--- config.mk ---
export PLATFORM = sky130hd
export DESIGN_NAME = user_out_top
export DESIGN_NICKNAME = d
export VERILOG_FILES = /design/src/logic/user_out_pkg.sv /design/src/logic/axis_intf.sv /design/src/logic/mux_cmd_queue.sv /design/src/logic/axis_mux_user_out.sv /design/src/logic/axis_skid_buffer.sv /design/src/logic/user_out_top.sv
export SDC_FILE = /design/constraint.sdc
export NUM_CORES = 1
export LEC_CHECK = 0
export BUFFER_PORTS_ARGS = -buffer_cell sky130_fd_sc_hd__clkbuf_2
export CORE_MARGIN = 2
export CORE_UTILIZATION = 50
export DETAILED_ROUTE_END_ITERATION = 10
export GPL_TIMING_DRIVEN = 0
export HOLD_SLACK_MARGIN = 0.05
export PLACE_DENSITY = 0.87
export SLEW_MARGIN = 20
export SYNTH_ARGS = -nofsm -noshare
export SYNTH_HDL_FRONTEND = slang
export SYNTH_HIERARCHICAL = 1
export SYNTH_SLANG_ARGS = --single-unit
--- constraint.sdc ---
create_clock -name aclk -period 8.8 [get_ports aclk]
set_clock_uncertainty 0.15 [all_clocks]
set_input_delay 0.44 -clock aclk [delete_from_list [all_inputs] [get_ports aclk]]
set_output_delay 0.44 -clock aclk [all_outputs]
set_load 0.005 [all_outputs]
--- src/logic/user_out_pkg.sv ---
// Shared constants for the user output stage
//   Default stream and burst widths
//   Default command queue depth
//   Bit position of the source select in a command word

package user_out_pkg;

  // ------------------------------------------------------------------
  // Stream defaults
  // ------------------------------------------------------------------
  localparam int DEF_DATA_BITS = 64;
  localparam int DEF_TID_BITS  = 6;

  // ------------------------------------------------------------------
  // Command defaults
  // ------------------------------------------------------------------
  // Count field holds beats minus one
  localparam int DEF_BLEN_BITS = 6;
  localparam int DEF_CMD_DEPTH = 4;

  // Source select just above the count picks the response source when 1
  localparam int CMD_RESP_POS  = DEF_BLEN_BITS;

endpackage

--- src/logic/axis_intf.sv ---
// Stream interface for links inside the output stage
//   Data, byte keep, last, id and valid/ready handshake
//   Modport m for the sender, modport s for the receiver

`timescale 1ns/10ps

interface axis_intf import user_out_pkg::*; #(
  parameter int DATA_BITS = DEF_DATA_BITS,
  parameter int TID_BITS  = DEF_TID_BITS
);

  // One keep bit per data byte
  localparam int KEEP_BITS = DATA_BITS / 8;

  logic [DATA_BITS-1:0] tdata;
  logic [KEEP_BITS-1:0] tkeep;
  logic                 tlast;
  logic [TID_BITS-1:0]  tid;
  logic                 tvalid;
  logic                 tready;

  // Sender side
  modport m (output tdata, tkeep, tlast, tid, tvalid, input tready);

  // Receiver side
  modport s (input tdata, tkeep, tlast, tid, tvalid, output tready);

endinterface

--- src/logic/mux_cmd_queue.sv ---
// Merge command queue
//   Circular buffer with read/write pointers and occupancy count
//   Valid/ready handshake on write and read side
//   Write and read in the same cycle are both accepted

`timescale 1ns/10ps

module mux_cmd_queue import user_out_pkg::*; #(
  parameter int CMD_DEPTH = DEF_CMD_DEPTH,
  parameter int BLEN_BITS = DEF_BLEN_BITS
) (
  input  logic               aclk,
  input  logic               aresetn,
  input  logic               in_valid,
  output logic               in_ready,
  input  logic [BLEN_BITS:0] in_data,
  output logic               out_valid,
  input  logic               out_ready,
  output logic [BLEN_BITS:0] out_data
);

  localparam int PTR_BITS = (CMD_DEPTH > 1) ? $clog2(CMD_DEPTH) : 1;
  localparam int CNT_BITS = $clog2(CMD_DEPTH + 1);

  // Command storage
  logic [BLEN_BITS:0] mem [CMD_DEPTH];

  logic [PTR_BITS-1:0] wr_ptr;
  logic [PTR_BITS-1:0] rd_ptr;
  logic [CNT_BITS-1:0] count;
  logic                wr_fire;
  logic                rd_fire;

  // Full only when every slot holds a command
  assign in_ready  = (count != CNT_BITS'(CMD_DEPTH));
  assign out_valid = (count != '0);
  assign out_data  = mem[rd_ptr];

  assign wr_fire = in_valid & in_ready;
  assign rd_fire = out_valid & out_ready;

  // ------------------------------------------------------------------
  // Storage write
  // ------------------------------------------------------------------
  always_ff @(posedge aclk) begin
    if (wr_fire) begin
      mem[wr_ptr] <= in_data;
    end
  end

  // ------------------------------------------------------------------
  // Pointers and occupancy
  // ------------------------------------------------------------------
  always_ff @(posedge aclk) begin
    if (!aresetn) begin
      wr_ptr <= '0;
      rd_ptr <= '0;
      count  <= '0;
    end else begin
      // Pointers wrap after the last slot
      if (wr_fire) begin
        wr_ptr <= (wr_ptr == PTR_BITS'(CMD_DEPTH - 1)) ? '0 : wr_ptr + 1'b1;
      end
      if (rd_fire) begin
        rd_ptr <= (rd_ptr == PTR_BITS'(CMD_DEPTH - 1)) ? '0 : rd_ptr + 1'b1;
      end
      // Simultaneous write and read leave the count unchanged
      if (wr_fire && !rd_fire) begin
        count <= count + 1'b1;
      end else if (!wr_fire && rd_fire) begin
        count <= count - 1'b1;
      end
    end
  end

endmodule

--- src/logic/axis_mux_user_out.sv ---
// Command-driven two-to-one burst merger
//   Idle/merge FSM with beat counter and registered source select
//   Combinational steering of the selected source to the output
//   Next command taken on the last beat, so bursts run back to back

`timescale 1ns/10ps

module axis_mux_user_out import user_out_pkg::*; #(
  parameter int BLEN_BITS = DEF_BLEN_BITS
) (
  input  logic               aclk,
  input  logic               aresetn,
  input  logic               cmd_valid,
  output logic               cmd_ready,
  input  logic [BLEN_BITS:0] cmd_data,
  axis_intf.s                s_axis_resp,
  axis_intf.s                s_axis_recv,
  axis_intf.m                m_axis
);

  // FSM encoding
  localparam logic ST_IDLE  = 1'b0;
  localparam logic ST_MERGE = 1'b1;

  logic                 state;
  logic [BLEN_BITS-1:0] cnt;
  logic                 sel_resp;

  logic out_fire;
  logic last_beat;
  logic take_cmd;

  // ------------------------------------------------------------------
  // Data path steering
  // ------------------------------------------------------------------
  always_comb begin
    if (state == ST_MERGE) begin
      m_axis.tdata  = sel_resp ? s_axis_resp.tdata  : s_axis_recv.tdata;
      m_axis.tkeep  = sel_resp ? s_axis_resp.tkeep  : s_axis_recv.tkeep;
      m_axis.tlast  = sel_resp ? s_axis_resp.tlast  : s_axis_recv.tlast;
      m_axis.tid    = sel_resp ? s_axis_resp.tid    : s_axis_recv.tid;
      m_axis.tvalid = sel_resp ? s_axis_resp.tvalid : s_axis_recv.tvalid;
      // Only the selected source sees ready
      s_axis_resp.tready = sel_resp & m_axis.tready;
      s_axis_recv.tready = !sel_resp & m_axis.tready;
    end else begin
      // Idle holds both sources
      m_axis.tdata       = '0;
      m_axis.tkeep       = '0;
      m_axis.tlast       = 1'b0;
      m_axis.tid         = '0;
      m_axis.tvalid      = 1'b0;
      s_axis_resp.tready = 1'b0;
      s_axis_recv.tready = 1'b0;
    end
  end

  // ------------------------------------------------------------------
  // Command acceptance
  // ------------------------------------------------------------------
  assign out_fire  = m_axis.tvalid & m_axis.tready;
  // Count of zero means the current beat closes the burst
  assign last_beat = (state == ST_MERGE) && (cnt == '0) && out_fire;
  assign cmd_ready = (state == ST_IDLE) || last_beat;
  assign take_cmd  = cmd_valid & cmd_ready;

  // ------------------------------------------------------------------
  // State, counter and select
  // ------------------------------------------------------------------
  always_ff @(posedge aclk) begin
    if (!aresetn) begin
      state    <= ST_IDLE;
      cnt      <= '0;
      sel_resp <= 1'b0;
    end else begin
      if (take_cmd) begin
        // New burst from idle or straight after the last beat
        state    <= ST_MERGE;
        cnt      <= cmd_data[BLEN_BITS-1:0];
        sel_resp <= cmd_data[CMD_RESP_POS];
      end else if (last_beat) begin
        // Nothing queued
        state <= ST_IDLE;
      end else if (out_fire) begin
        cnt <= cnt - 1'b1;
      end
    end
  end

endmodule

--- src/logic/axis_skid_buffer.sv ---
// Output register slice
//   Main register drives the output, skid register catches one beat
//   Registered input ready, full rate while the output is ready

`timescale 1ns/10ps

module axis_skid_buffer import user_out_pkg::*; #(
  parameter int DATA_BITS = DEF_DATA_BITS,
  parameter int TID_BITS  = DEF_TID_BITS
) (
  input  logic                   aclk,
  input  logic                   aresetn,
  axis_intf.s                    s_axis,
  output logic [DATA_BITS-1:0]   out_tdata,
  output logic [DATA_BITS/8-1:0] out_tkeep,
  output logic                   out_tlast,
  output logic [TID_BITS-1:0]    out_tid,
  output logic                   out_tvalid,
  input  logic                   out_tready
);

  localparam int KEEP_BITS = DATA_BITS / 8;

  // Skid register and handshake state
  logic [DATA_BITS-1:0] skid_tdata;
  logic [KEEP_BITS-1:0] skid_tkeep;
  logic                 skid_tlast;
  logic [TID_BITS-1:0]  skid_tid;
  logic                 skid_valid;
  logic                 rdy;
  logic                 in_fire;
  logic                 main_free;

  assign s_axis.tready = rdy;
  assign in_fire       = s_axis.tvalid & rdy;
  // Main register empties or hands its beat over this cycle
  assign main_free     = !out_tvalid || out_tready;

  // ------------------------------------------------------------------
  // Valid flags and ready
  // ------------------------------------------------------------------
  always_ff @(posedge aclk) begin
    if (!aresetn) begin
      out_tvalid <= 1'b0;
      skid_valid <= 1'b0;
      rdy        <= 1'b0;
    end else if (main_free) begin
      // Skid beat goes first while the input is held off
      out_tvalid <= skid_valid || in_fire;
      skid_valid <= 1'b0;
      rdy        <= 1'b1;
    end else if (in_fire) begin
      // Park the beat and drop ready while main is stalled
      skid_valid <= 1'b1;
      rdy        <= 1'b0;
    end
  end

  // ------------------------------------------------------------------
  // Payload registers
  // ------------------------------------------------------------------
  always_ff @(posedge aclk) begin
    if (main_free) begin
      out_tdata <= skid_valid ? skid_tdata : s_axis.tdata;
      out_tkeep <= skid_valid ? skid_tkeep : s_axis.tkeep;
      out_tlast <= skid_valid ? skid_tlast : s_axis.tlast;
      out_tid   <= skid_valid ? skid_tid   : s_axis.tid;
    end else if (in_fire) begin
      skid_tdata <= s_axis.tdata;
      skid_tkeep <= s_axis.tkeep;
      skid_tlast <= s_axis.tlast;
      skid_tid   <= s_axis.tid;
    end
  end

endmodule

--- src/logic/user_out_top.sv ---
// User output stage top level
//   Plain ports mapped onto stream interfaces
//   Command queue, burst merger and output skid buffer in a chain

`timescale 1ns/10ps

module user_out_top import user_out_pkg::*; #(
  parameter int DATA_BITS = DEF_DATA_BITS,
  parameter int TID_BITS  = DEF_TID_BITS,
  parameter int BLEN_BITS = DEF_BLEN_BITS,
  parameter int CMD_DEPTH = DEF_CMD_DEPTH
) (
  input  logic                   aclk,
  input  logic                   aresetn,
  // Merge commands
  input  logic                   cmd_valid,
  output logic                   cmd_ready,
  input  logic [BLEN_BITS:0]     cmd_data,
  // Response source
  input  logic [DATA_BITS-1:0]   resp_tdata,
  input  logic [DATA_BITS/8-1:0] resp_tkeep,
  input  logic                   resp_tlast,
  input  logic [TID_BITS-1:0]    resp_tid,
  input  logic                   resp_tvalid,
  output logic                   resp_tready,
  // Receive source
  input  logic [DATA_BITS-1:0]   recv_tdata,
  input  logic [DATA_BITS/8-1:0] recv_tkeep,
  input  logic                   recv_tlast,
  input  logic [TID_BITS-1:0]    recv_tid,
  input  logic                   recv_tvalid,
  output logic                   recv_tready,
  // Merged output
  output logic [DATA_BITS-1:0]   out_tdata,
  output logic [DATA_BITS/8-1:0] out_tkeep,
  output logic                   out_tlast,
  output logic [TID_BITS-1:0]    out_tid,
  output logic                   out_tvalid,
  input  logic                   out_tready
);

  // Queue to merger command link
  logic               q_valid;
  logic               q_ready;
  logic [BLEN_BITS:0] q_data;

  axis_intf #(.DATA_BITS(DATA_BITS), .TID_BITS(TID_BITS)) resp_if ();
  axis_intf #(.DATA_BITS(DATA_BITS), .TID_BITS(TID_BITS)) recv_if ();
  axis_intf #(.DATA_BITS(DATA_BITS), .TID_BITS(TID_BITS)) mrg_if ();

  // ------------------------------------------------------------------
  // Port to interface mapping
  // ------------------------------------------------------------------
  assign resp_if.tdata  = resp_tdata;
  assign resp_if.tkeep  = resp_tkeep;
  assign resp_if.tlast  = resp_tlast;
  assign resp_if.tid    = resp_tid;
  assign resp_if.tvalid = resp_tvalid;
  assign resp_tready    = resp_if.tready;

  assign recv_if.tdata  = recv_tdata;
  assign recv_if.tkeep  = recv_tkeep;
  assign recv_if.tlast  = recv_tlast;
  assign recv_if.tid    = recv_tid;
  assign recv_if.tvalid = recv_tvalid;
  assign recv_tready    = recv_if.tready;

  // ------------------------------------------------------------------
  // Processing chain
  // ------------------------------------------------------------------
  mux_cmd_queue #(.CMD_DEPTH(CMD_DEPTH), .BLEN_BITS(BLEN_BITS)) cmd_q0 (
    .aclk      (aclk),
    .aresetn   (aresetn),
    .in_valid  (cmd_valid),
    .in_ready  (cmd_ready),
    .in_data   (cmd_data),
    .out_valid (q_valid),
    .out_ready (q_ready),
    .out_data  (q_data)
  );

  axis_mux_user_out #(.BLEN_BITS(BLEN_BITS)) mux0 (
    .aclk        (aclk),
    .aresetn     (aresetn),
    .cmd_valid   (q_valid),
    .cmd_ready   (q_ready),
    .cmd_data    (q_data),
    .s_axis_resp (resp_if.s),
    .s_axis_recv (recv_if.s),
    .m_axis      (mrg_if.m)
  );

  // Registered boundary towards the user port
  axis_skid_buffer #(.DATA_BITS(DATA_BITS), .TID_BITS(TID_BITS)) skid0 (
    .aclk       (aclk),
    .aresetn    (aresetn),
    .s_axis     (mrg_if.s),
    .out_tdata  (out_tdata),
    .out_tkeep  (out_tkeep),
    .out_tlast  (out_tlast),
    .out_tid    (out_tid),
    .out_tvalid (out_tvalid),
    .out_tready (out_tready)
  );

endmodule

== Word-level counts from Yosys, hierarchy flattened ==
Memories as Yosys holds them, arrays and structs flattened. A register that Yosys moved wholly into a read port is not among the register bits.
Cells that the tools add are included.
Cells by class
  $add $sub $neg: 5
  eq/ne operators: 4
  multiplexer cells: 31
  bitwise gates (word level): 8
  reduce and logical (&&, ||, !) cells: 20
Operators by type and width (number)
  64-bit two-way mux: 3
  6-bit two-way mux: 6
  8-bit two-way mux: 3
  1-bit two-way mux: 13
  2-bit two-way mux: 4
  2-bit nonzero test: 4
  6-bit logical NOT: 1
  3-bit two-way mux: 2
  6-bit by 1-bit subtractor with 6-bit output (second input constant): 1
  1-bit AND: 5
  2-bit by 1-bit adder with 2-bit output (second input constant): 2
  2-bit equality test (second input constant): 2
  1-bit logical AND: 4
  1-bit logical NOT: 4
  2-bit AND reduction: 2
  3-bit by 1-bit adder with 3-bit output (second input constant): 1
  1-bit logical OR: 3
  3-bit inequality test (second input constant): 1
  1-bit inverter: 3
  3-bit nonzero test: 1
  3-bit by 1-bit subtractor with 3-bit output (second input constant): 1
  2-bit inequality test (second input constant): 1
  2-bit OR reduction: 1
Storage, ports and cells
  register bits after elaboration: 176
  memory bits (writable): 28
  input bits: 171
  output and inout port bits: 83
  word-level logic and storage cells: 86
  memories: 1
Memories
  cmd_q0.mem: depth 4, bits a word 7, read ports 1, clocked after memory_dff 1, wr ports 1, line mux_cmd_queue.sv:26  | logic [BLEN_BITS:0] mem [CMD_DEPTH];

== Logic depth before layout (Yosys ltp) ==
  depth in word-level cells: 9
  mapped depth: 12
  mapped depth without buffers: 12

== By module ==
The synthesis kept the hierarchy.
By module, submodules not included
  axis_skid_buffer: instances 1, cells an instance 257, area each 6218.5 um2, sequential area each 4804.6 um2
  axis_mux_user_out: instances 1, cells an instance 240, area each 1898.1 um2, sequential area each 160.2 um2
  mux_cmd_queue: instances 1, cells an instance 88, area each 1492.7 um2, sequential area each 1021.0 um2

== Worst setup path after synthesis ==
OpenSTA, ideal clock, no wires.
  path kind: in2reg
  start: input out_tready
  end: register skid0.skid_tdata[0] (enable)
  setup time: 0.517 ns
  arrival time: 5.911 ns
  data required time: 8.133 ns
  slack: 2.222 ns
  cell stages on the path: 2
  path buffers: 0
  path through: nand2b_1 -> nor2_1
Between the ends
  longest elaborated chain between the ends: 3
Ends and longest elaborated chain
  start, declared: line user_out_top.sv:39  | input logic out_tready
  1-bit logical OR: line axis_skid_buffer.sv:37  | assign main_free = !out_tvalid || out_tready;
  1-bit inverter (no source line)
  2-bit AND reduction (no source line)
  end signal, assigned: line axis_skid_buffer.sv:69  | skid_tdata <= s_axis.tdata;
  end, declared: line axis_skid_buffer.sv:25  | logic [DATA_BITS-1:0] skid_tdata;
Every way passes these cells.
A chain may end at the register's enable or synchronous reset.

== Worst setup path in the final report ==
  start: register mux0.state
  end: register cmd_q0.count[2]
Between the ends
  longest elaborated chain between the ends: 8
  elaborated cells between the ends (all ways): 12
  those cells by class: 2 x mux; 3 x bitwise; 7 x reduce/logical
Ends and longest elaborated chain
  start, declared: line axis_mux_user_out.sv:25  | logic state;
  start signal, assigned: line axis_mux_user_out.sv:72  | state <= ST_IDLE;
  start signal, assigned: line axis_mux_user_out.sv:78  | state <= ST_MERGE;
  start signal, assigned: line axis_mux_user_out.sv:83  | state <= ST_IDLE;
  1-bit two-way mux: line axis_mux_user_out.sv:37  | if (state == ST_MERGE) begin
  1-bit AND: line axis_mux_user_out.sv:61  | assign out_fire = m_axis.tvalid & m_axis.tready;
  1-bit logical AND: line axis_mux_user_out.sv:63  | assign last_beat = (state == ST_MERGE) && (cnt == '0) && out_fire;
  1-bit logical OR *: line axis_mux_user_out.sv:64  | assign cmd_ready = (state == ST_IDLE) || last_beat;
  via q_ready: line user_out_top.sv:44  | logic q_ready;
  1-bit AND *: line mux_cmd_queue.sv:40  | assign rd_fire = out_valid & out_ready;
  1-bit logical NOT: line mux_cmd_queue.sv:68  | if (wr_fire && !rd_fire) begin
  1-bit logical AND: line mux_cmd_queue.sv:68
  3-bit two-way mux / 2-bit nonzero test (equally long branches)
  end signal, assigned: line mux_cmd_queue.sv:69  | count <= count + 1'b1;
  end signal, assigned: line mux_cmd_queue.sv:71  | count <= count - 1'b1;
  end, declared: line mux_cmd_queue.sv:30  | logic [CNT_BITS-1:0] count;
Mark *: on every way through the listed nets, which the timed path passes. The rest lies on a longest branch.

==> results_dict.tcl <==
set metrics [dict create \
    status "complete, no violations" \
    p_int_mw 2.26 \
    setup_viol 0 \
    rows 50 \
    nets 1052 \
    grt_max_degree 43 \
    antenna_found_initial 0 \
    pin_count 254 \
    postLayoutCoreUtil_pct 64.1 \
    dp.final_hpwl_mm 14.8 \
    p_seq_share_pct 42.8 \
    layout_common_cells "254 x clkbuf_2, 186 x edfxtp_1, 85 x mux2i_1, 85 x nor2b_1, 80 x mux2_4" \
    drc_errors 0 \
    peakVddDrop_v 0.000191 \
    dr.first_iter.drc_count 297 \
    slowest_delay_ns 0.53 \
    combPwrFrac_pct 28.9 \
    clk_path_buf_depth 3 \
    grt_remaining_overflow 0 \
    final_antenna_net_count 0 \
    synth_top_family_by_area "multiplexers" \
    synth-main-ff-cell "edfxtp_1" \
    postSynthAreaPerCell_um2 16.4 \
    crit_path_max_fanout 10 \
    drive_gt1_share_pct 46.2 \
    cts_buffers 22 \
    synth_adder_area_share_pct 1.12 \
    syn-num-nets 764 \
    synth-simple-area-share_pct 8.19 \
    dr.pass1.iters 4 \
    hold_path.class "in2reg" \
    cp_data_arrival_time_ns 3.36 \
    grt_usage_pct 19.3 \
    synth_mux_area_share_pct 23.0 \
    p_switching_uw 855 \
    ys_types 49 \
    highest_layer "met4" \
    final_max_slew_viol_count 0 \
    synth_edf_count 186 \
    core-area_mm2 0.0188 \
    cp_data_required_time_ns 9.07 \
    area_growth_pct 25.3 \
    wl_met3_mm 1.23 \
    htreeDepth 1 \
    synth-compound-area-share_pct 1.99 \
    start_util_pct 51.2 \
    synth_cells 585 \
    clock-sinks 206 \
    routabilityCongestion 0.793 \
    post_cts_buffers 0 \
    fin_crit_sh_pct 35.2 \
    n_fill_cell 1295 \
    p_per_area_mw_per_mm2 259 \
    die_w_um 143 \
    hold_violations 0 \
    tightest_slew_ns 0.657 \
    final_area_mm2 0.0120 \
    n_antenna_cell 0 \
    port-buffer-count 253 \
    via_per_inst 5.20 \
    wl_met1_mm 8.13 \
    cp-start-kind "register" \
    p_clk_share_pct 28.3 \
    met2_length_mm 10.4 \
    fin_crit_ns 3.09 \
    yosysSeqAreaShare_pct 62.3 \
    synth_xor_area_share_pct 0.273 \
    max-slew-margin-rel_pct 56.2 \
    p_sw_share_pct 27.4 \
    postSynthRegisterBits 206 \
    layout_commonest_cell "clkbuf_2" \
    cpMaxStageDelayCell "clkbuf_1" \
    die_area_mm2 0.0203 \
    yosysWarningCount 6 \
    rsz0062_at_grt "no" \
    grt_pass1_wl_mm 30.5 \
    p_leak_nw 4.94 \
    async_reset_ff_share_pct 0 \
    vias 5844 \
    grt_pass1_vias 5906 \
    wl_per_cell_um 18.1 \
    place_area_mm2 0.0113 \
    drt_wl_total_mm 20.3 \
    end_kind "register" \
    cts_tree "done" \
    cp_cell_sequence "clkbuf_1 -> o21ai_0 -> o31ai_1 -> ha_1 -> inv_1 -> fa_1 -> xor2_1 -> or3_2 -> a21boi_0" \
    die_y_um 143 \
    syn_area_mm2 0.00961 \
    insertion_delay_ns 0.49 \
    cts.clk_slew.worst_paths_ns 0.06 \
    crit_type "reg2reg" \
    cts_root_buffer "clkbuf_16" \
    fmax_mhz 323 \
    cap_viol_max_count 0 \
]
-- final timing paths --
path                                  startpoint               end  slack [ns]  depth (start not counted)
worst max-delay path                  mux0/state   cmd_q0/count[2]        5.71                          9
worst min register to register  cmd_q0/wr_ptr[1]  cmd_q0/wr_ptr[1]        0.35                          2
worst max register to register        mux0/state   cmd_q0/count[2]        5.71                          9
worst min-delay path                   cmd_valid  cmd_q0/wr_ptr[0]        0.14                          3
-- per-layer routing --
metal / up-vias / track usage [%]
li1: 2775 / -
met1: 2797 / 23.9
met2: 229 / 34.5
met3: 43 / 3.05
met4: 0 / 6.57
met5: - / 0
-- sequential cells by signal (all words and copies together) (netlist names), 2 cells and up, named ones only --
name	flops
mux0/cnt	6
cmd_q0/count	3
cmd_q0/mem	28
skid0/skid_tkeep	8
skid0/skid_tid	6
skid0/skid_tdata	64
cmd_q0/wr_ptr	2
skid0/out_tid	6
cmd_q0/rd_ptr	2
skid0/out_tkeep	8
skid0/out_tdata	64
-- metrics by stage --
| stage | hold slack (ns) | cells | setup TNS [ns] | setup slack, ns | power [mW] |
|---|---|---|---|---|---|
| 2_1_floorplan | 0.318 | 585 | 0 | 2.22 | 1.95 |
| 6_report | 0.136 | 1123 | 0 | 5.71 | 3.11 |
| 3_3_place_gp | 0.341 | 1072 | -120.97 | -1.53 | 2.22 |
| 3_5_place_dp | 0.346 | 1076 | 0 | 5.69 | 2.26 |
| 4_1_cts | 0.112 | 1123 | 0 | 5.68 | 3.15 |
| 5_1_grt | 0.164 | 1123 | 0 | 5.49 | 3.27 |
-- power by group through the flow --
stage / clock network (mW) / registers (mW) / logic (mW)
after detailed placement: 0 / 1.35 / 0.903
after global placement: 0 / 1.35 / 0.868
after floorplan: 0 / 1.36 / 0.588
after global routing: 0.934 / 1.35 / 0.986
after CTS: 0.901 / 1.33 / 0.909
final: 0.881 / 1.33 / 0.900
-- repair_timing --
action | CTS | global route
hold buffers | 7 | 0
hold endpoints to repair | 28 | 0
resized for setup | 0 | 0
setup endpoints to repair | 0 | 0
-- logic make-up after synthesis --
group                    after synthesis
AND/OR/NAND/NOR                      130
buffers and inverters                 39
adder cells (fa/ha/maj)                8
multiplexers                         172
flip-flops                           206
XOR/XNOR                               3
AO/OA/AOI/OAI                         27
-- synth_stat cells (2+ instances only) --
cell      number  area, um^2
mux2i_1       85         851
nand2_1       11        41.3
or3_2          2        15.0
inv_1          7        26.3
and2_1         3        18.8
nand3_1        4        20.0
a21oi_1        4        20.0
xnor2_1        2        17.5
a21boi_0       2        15.0
mux4_2         7         158
ha_1           7        87.6
clkbuf_1      10        37.5
edfxtp_1     186        5590
nand2b_1       3        18.8
nor2_1         8        30.0
and3_2         4        30.0
a211o_1        2        17.5
buf_2         10        50.1
o21ai_0        9        45.0
nor2b_1       85         532
dfxtp_1       20         400
buf_12         8         160
mux2_4        80        1200
-- critical path, delay by kind of cell, from the launching register on --
family	cells	cell delay, ns
AO/OA/AOI/OAI	3	0.67
adder cells (fa/ha/maj)	2	0.66
buffers and inverters	2	0.59
AND/OR/NAND/NOR	1	0.40
flip-flops	1	0.38
XOR/XNOR	1	0.17
-- layout make-up --
class | count | area (um^2) | area share, %
Multi-Input combinational cell | 340 | 3340 | 27.7
Clock buffer | 37 | 678 | 5.63
Tap cell | 234 | 293 | 2.43
Inverter | 7 | 26.3 | 0.218
Buffer | 32 | 275 | 2.29
Clock inverter | 3 | 20.0 | 0.166
Sequential cell | 206 | 5990 | 49.7
Timing Repair Buffer | 264 | 1420 | 11.8
Power figures use the tool's default switching activity.
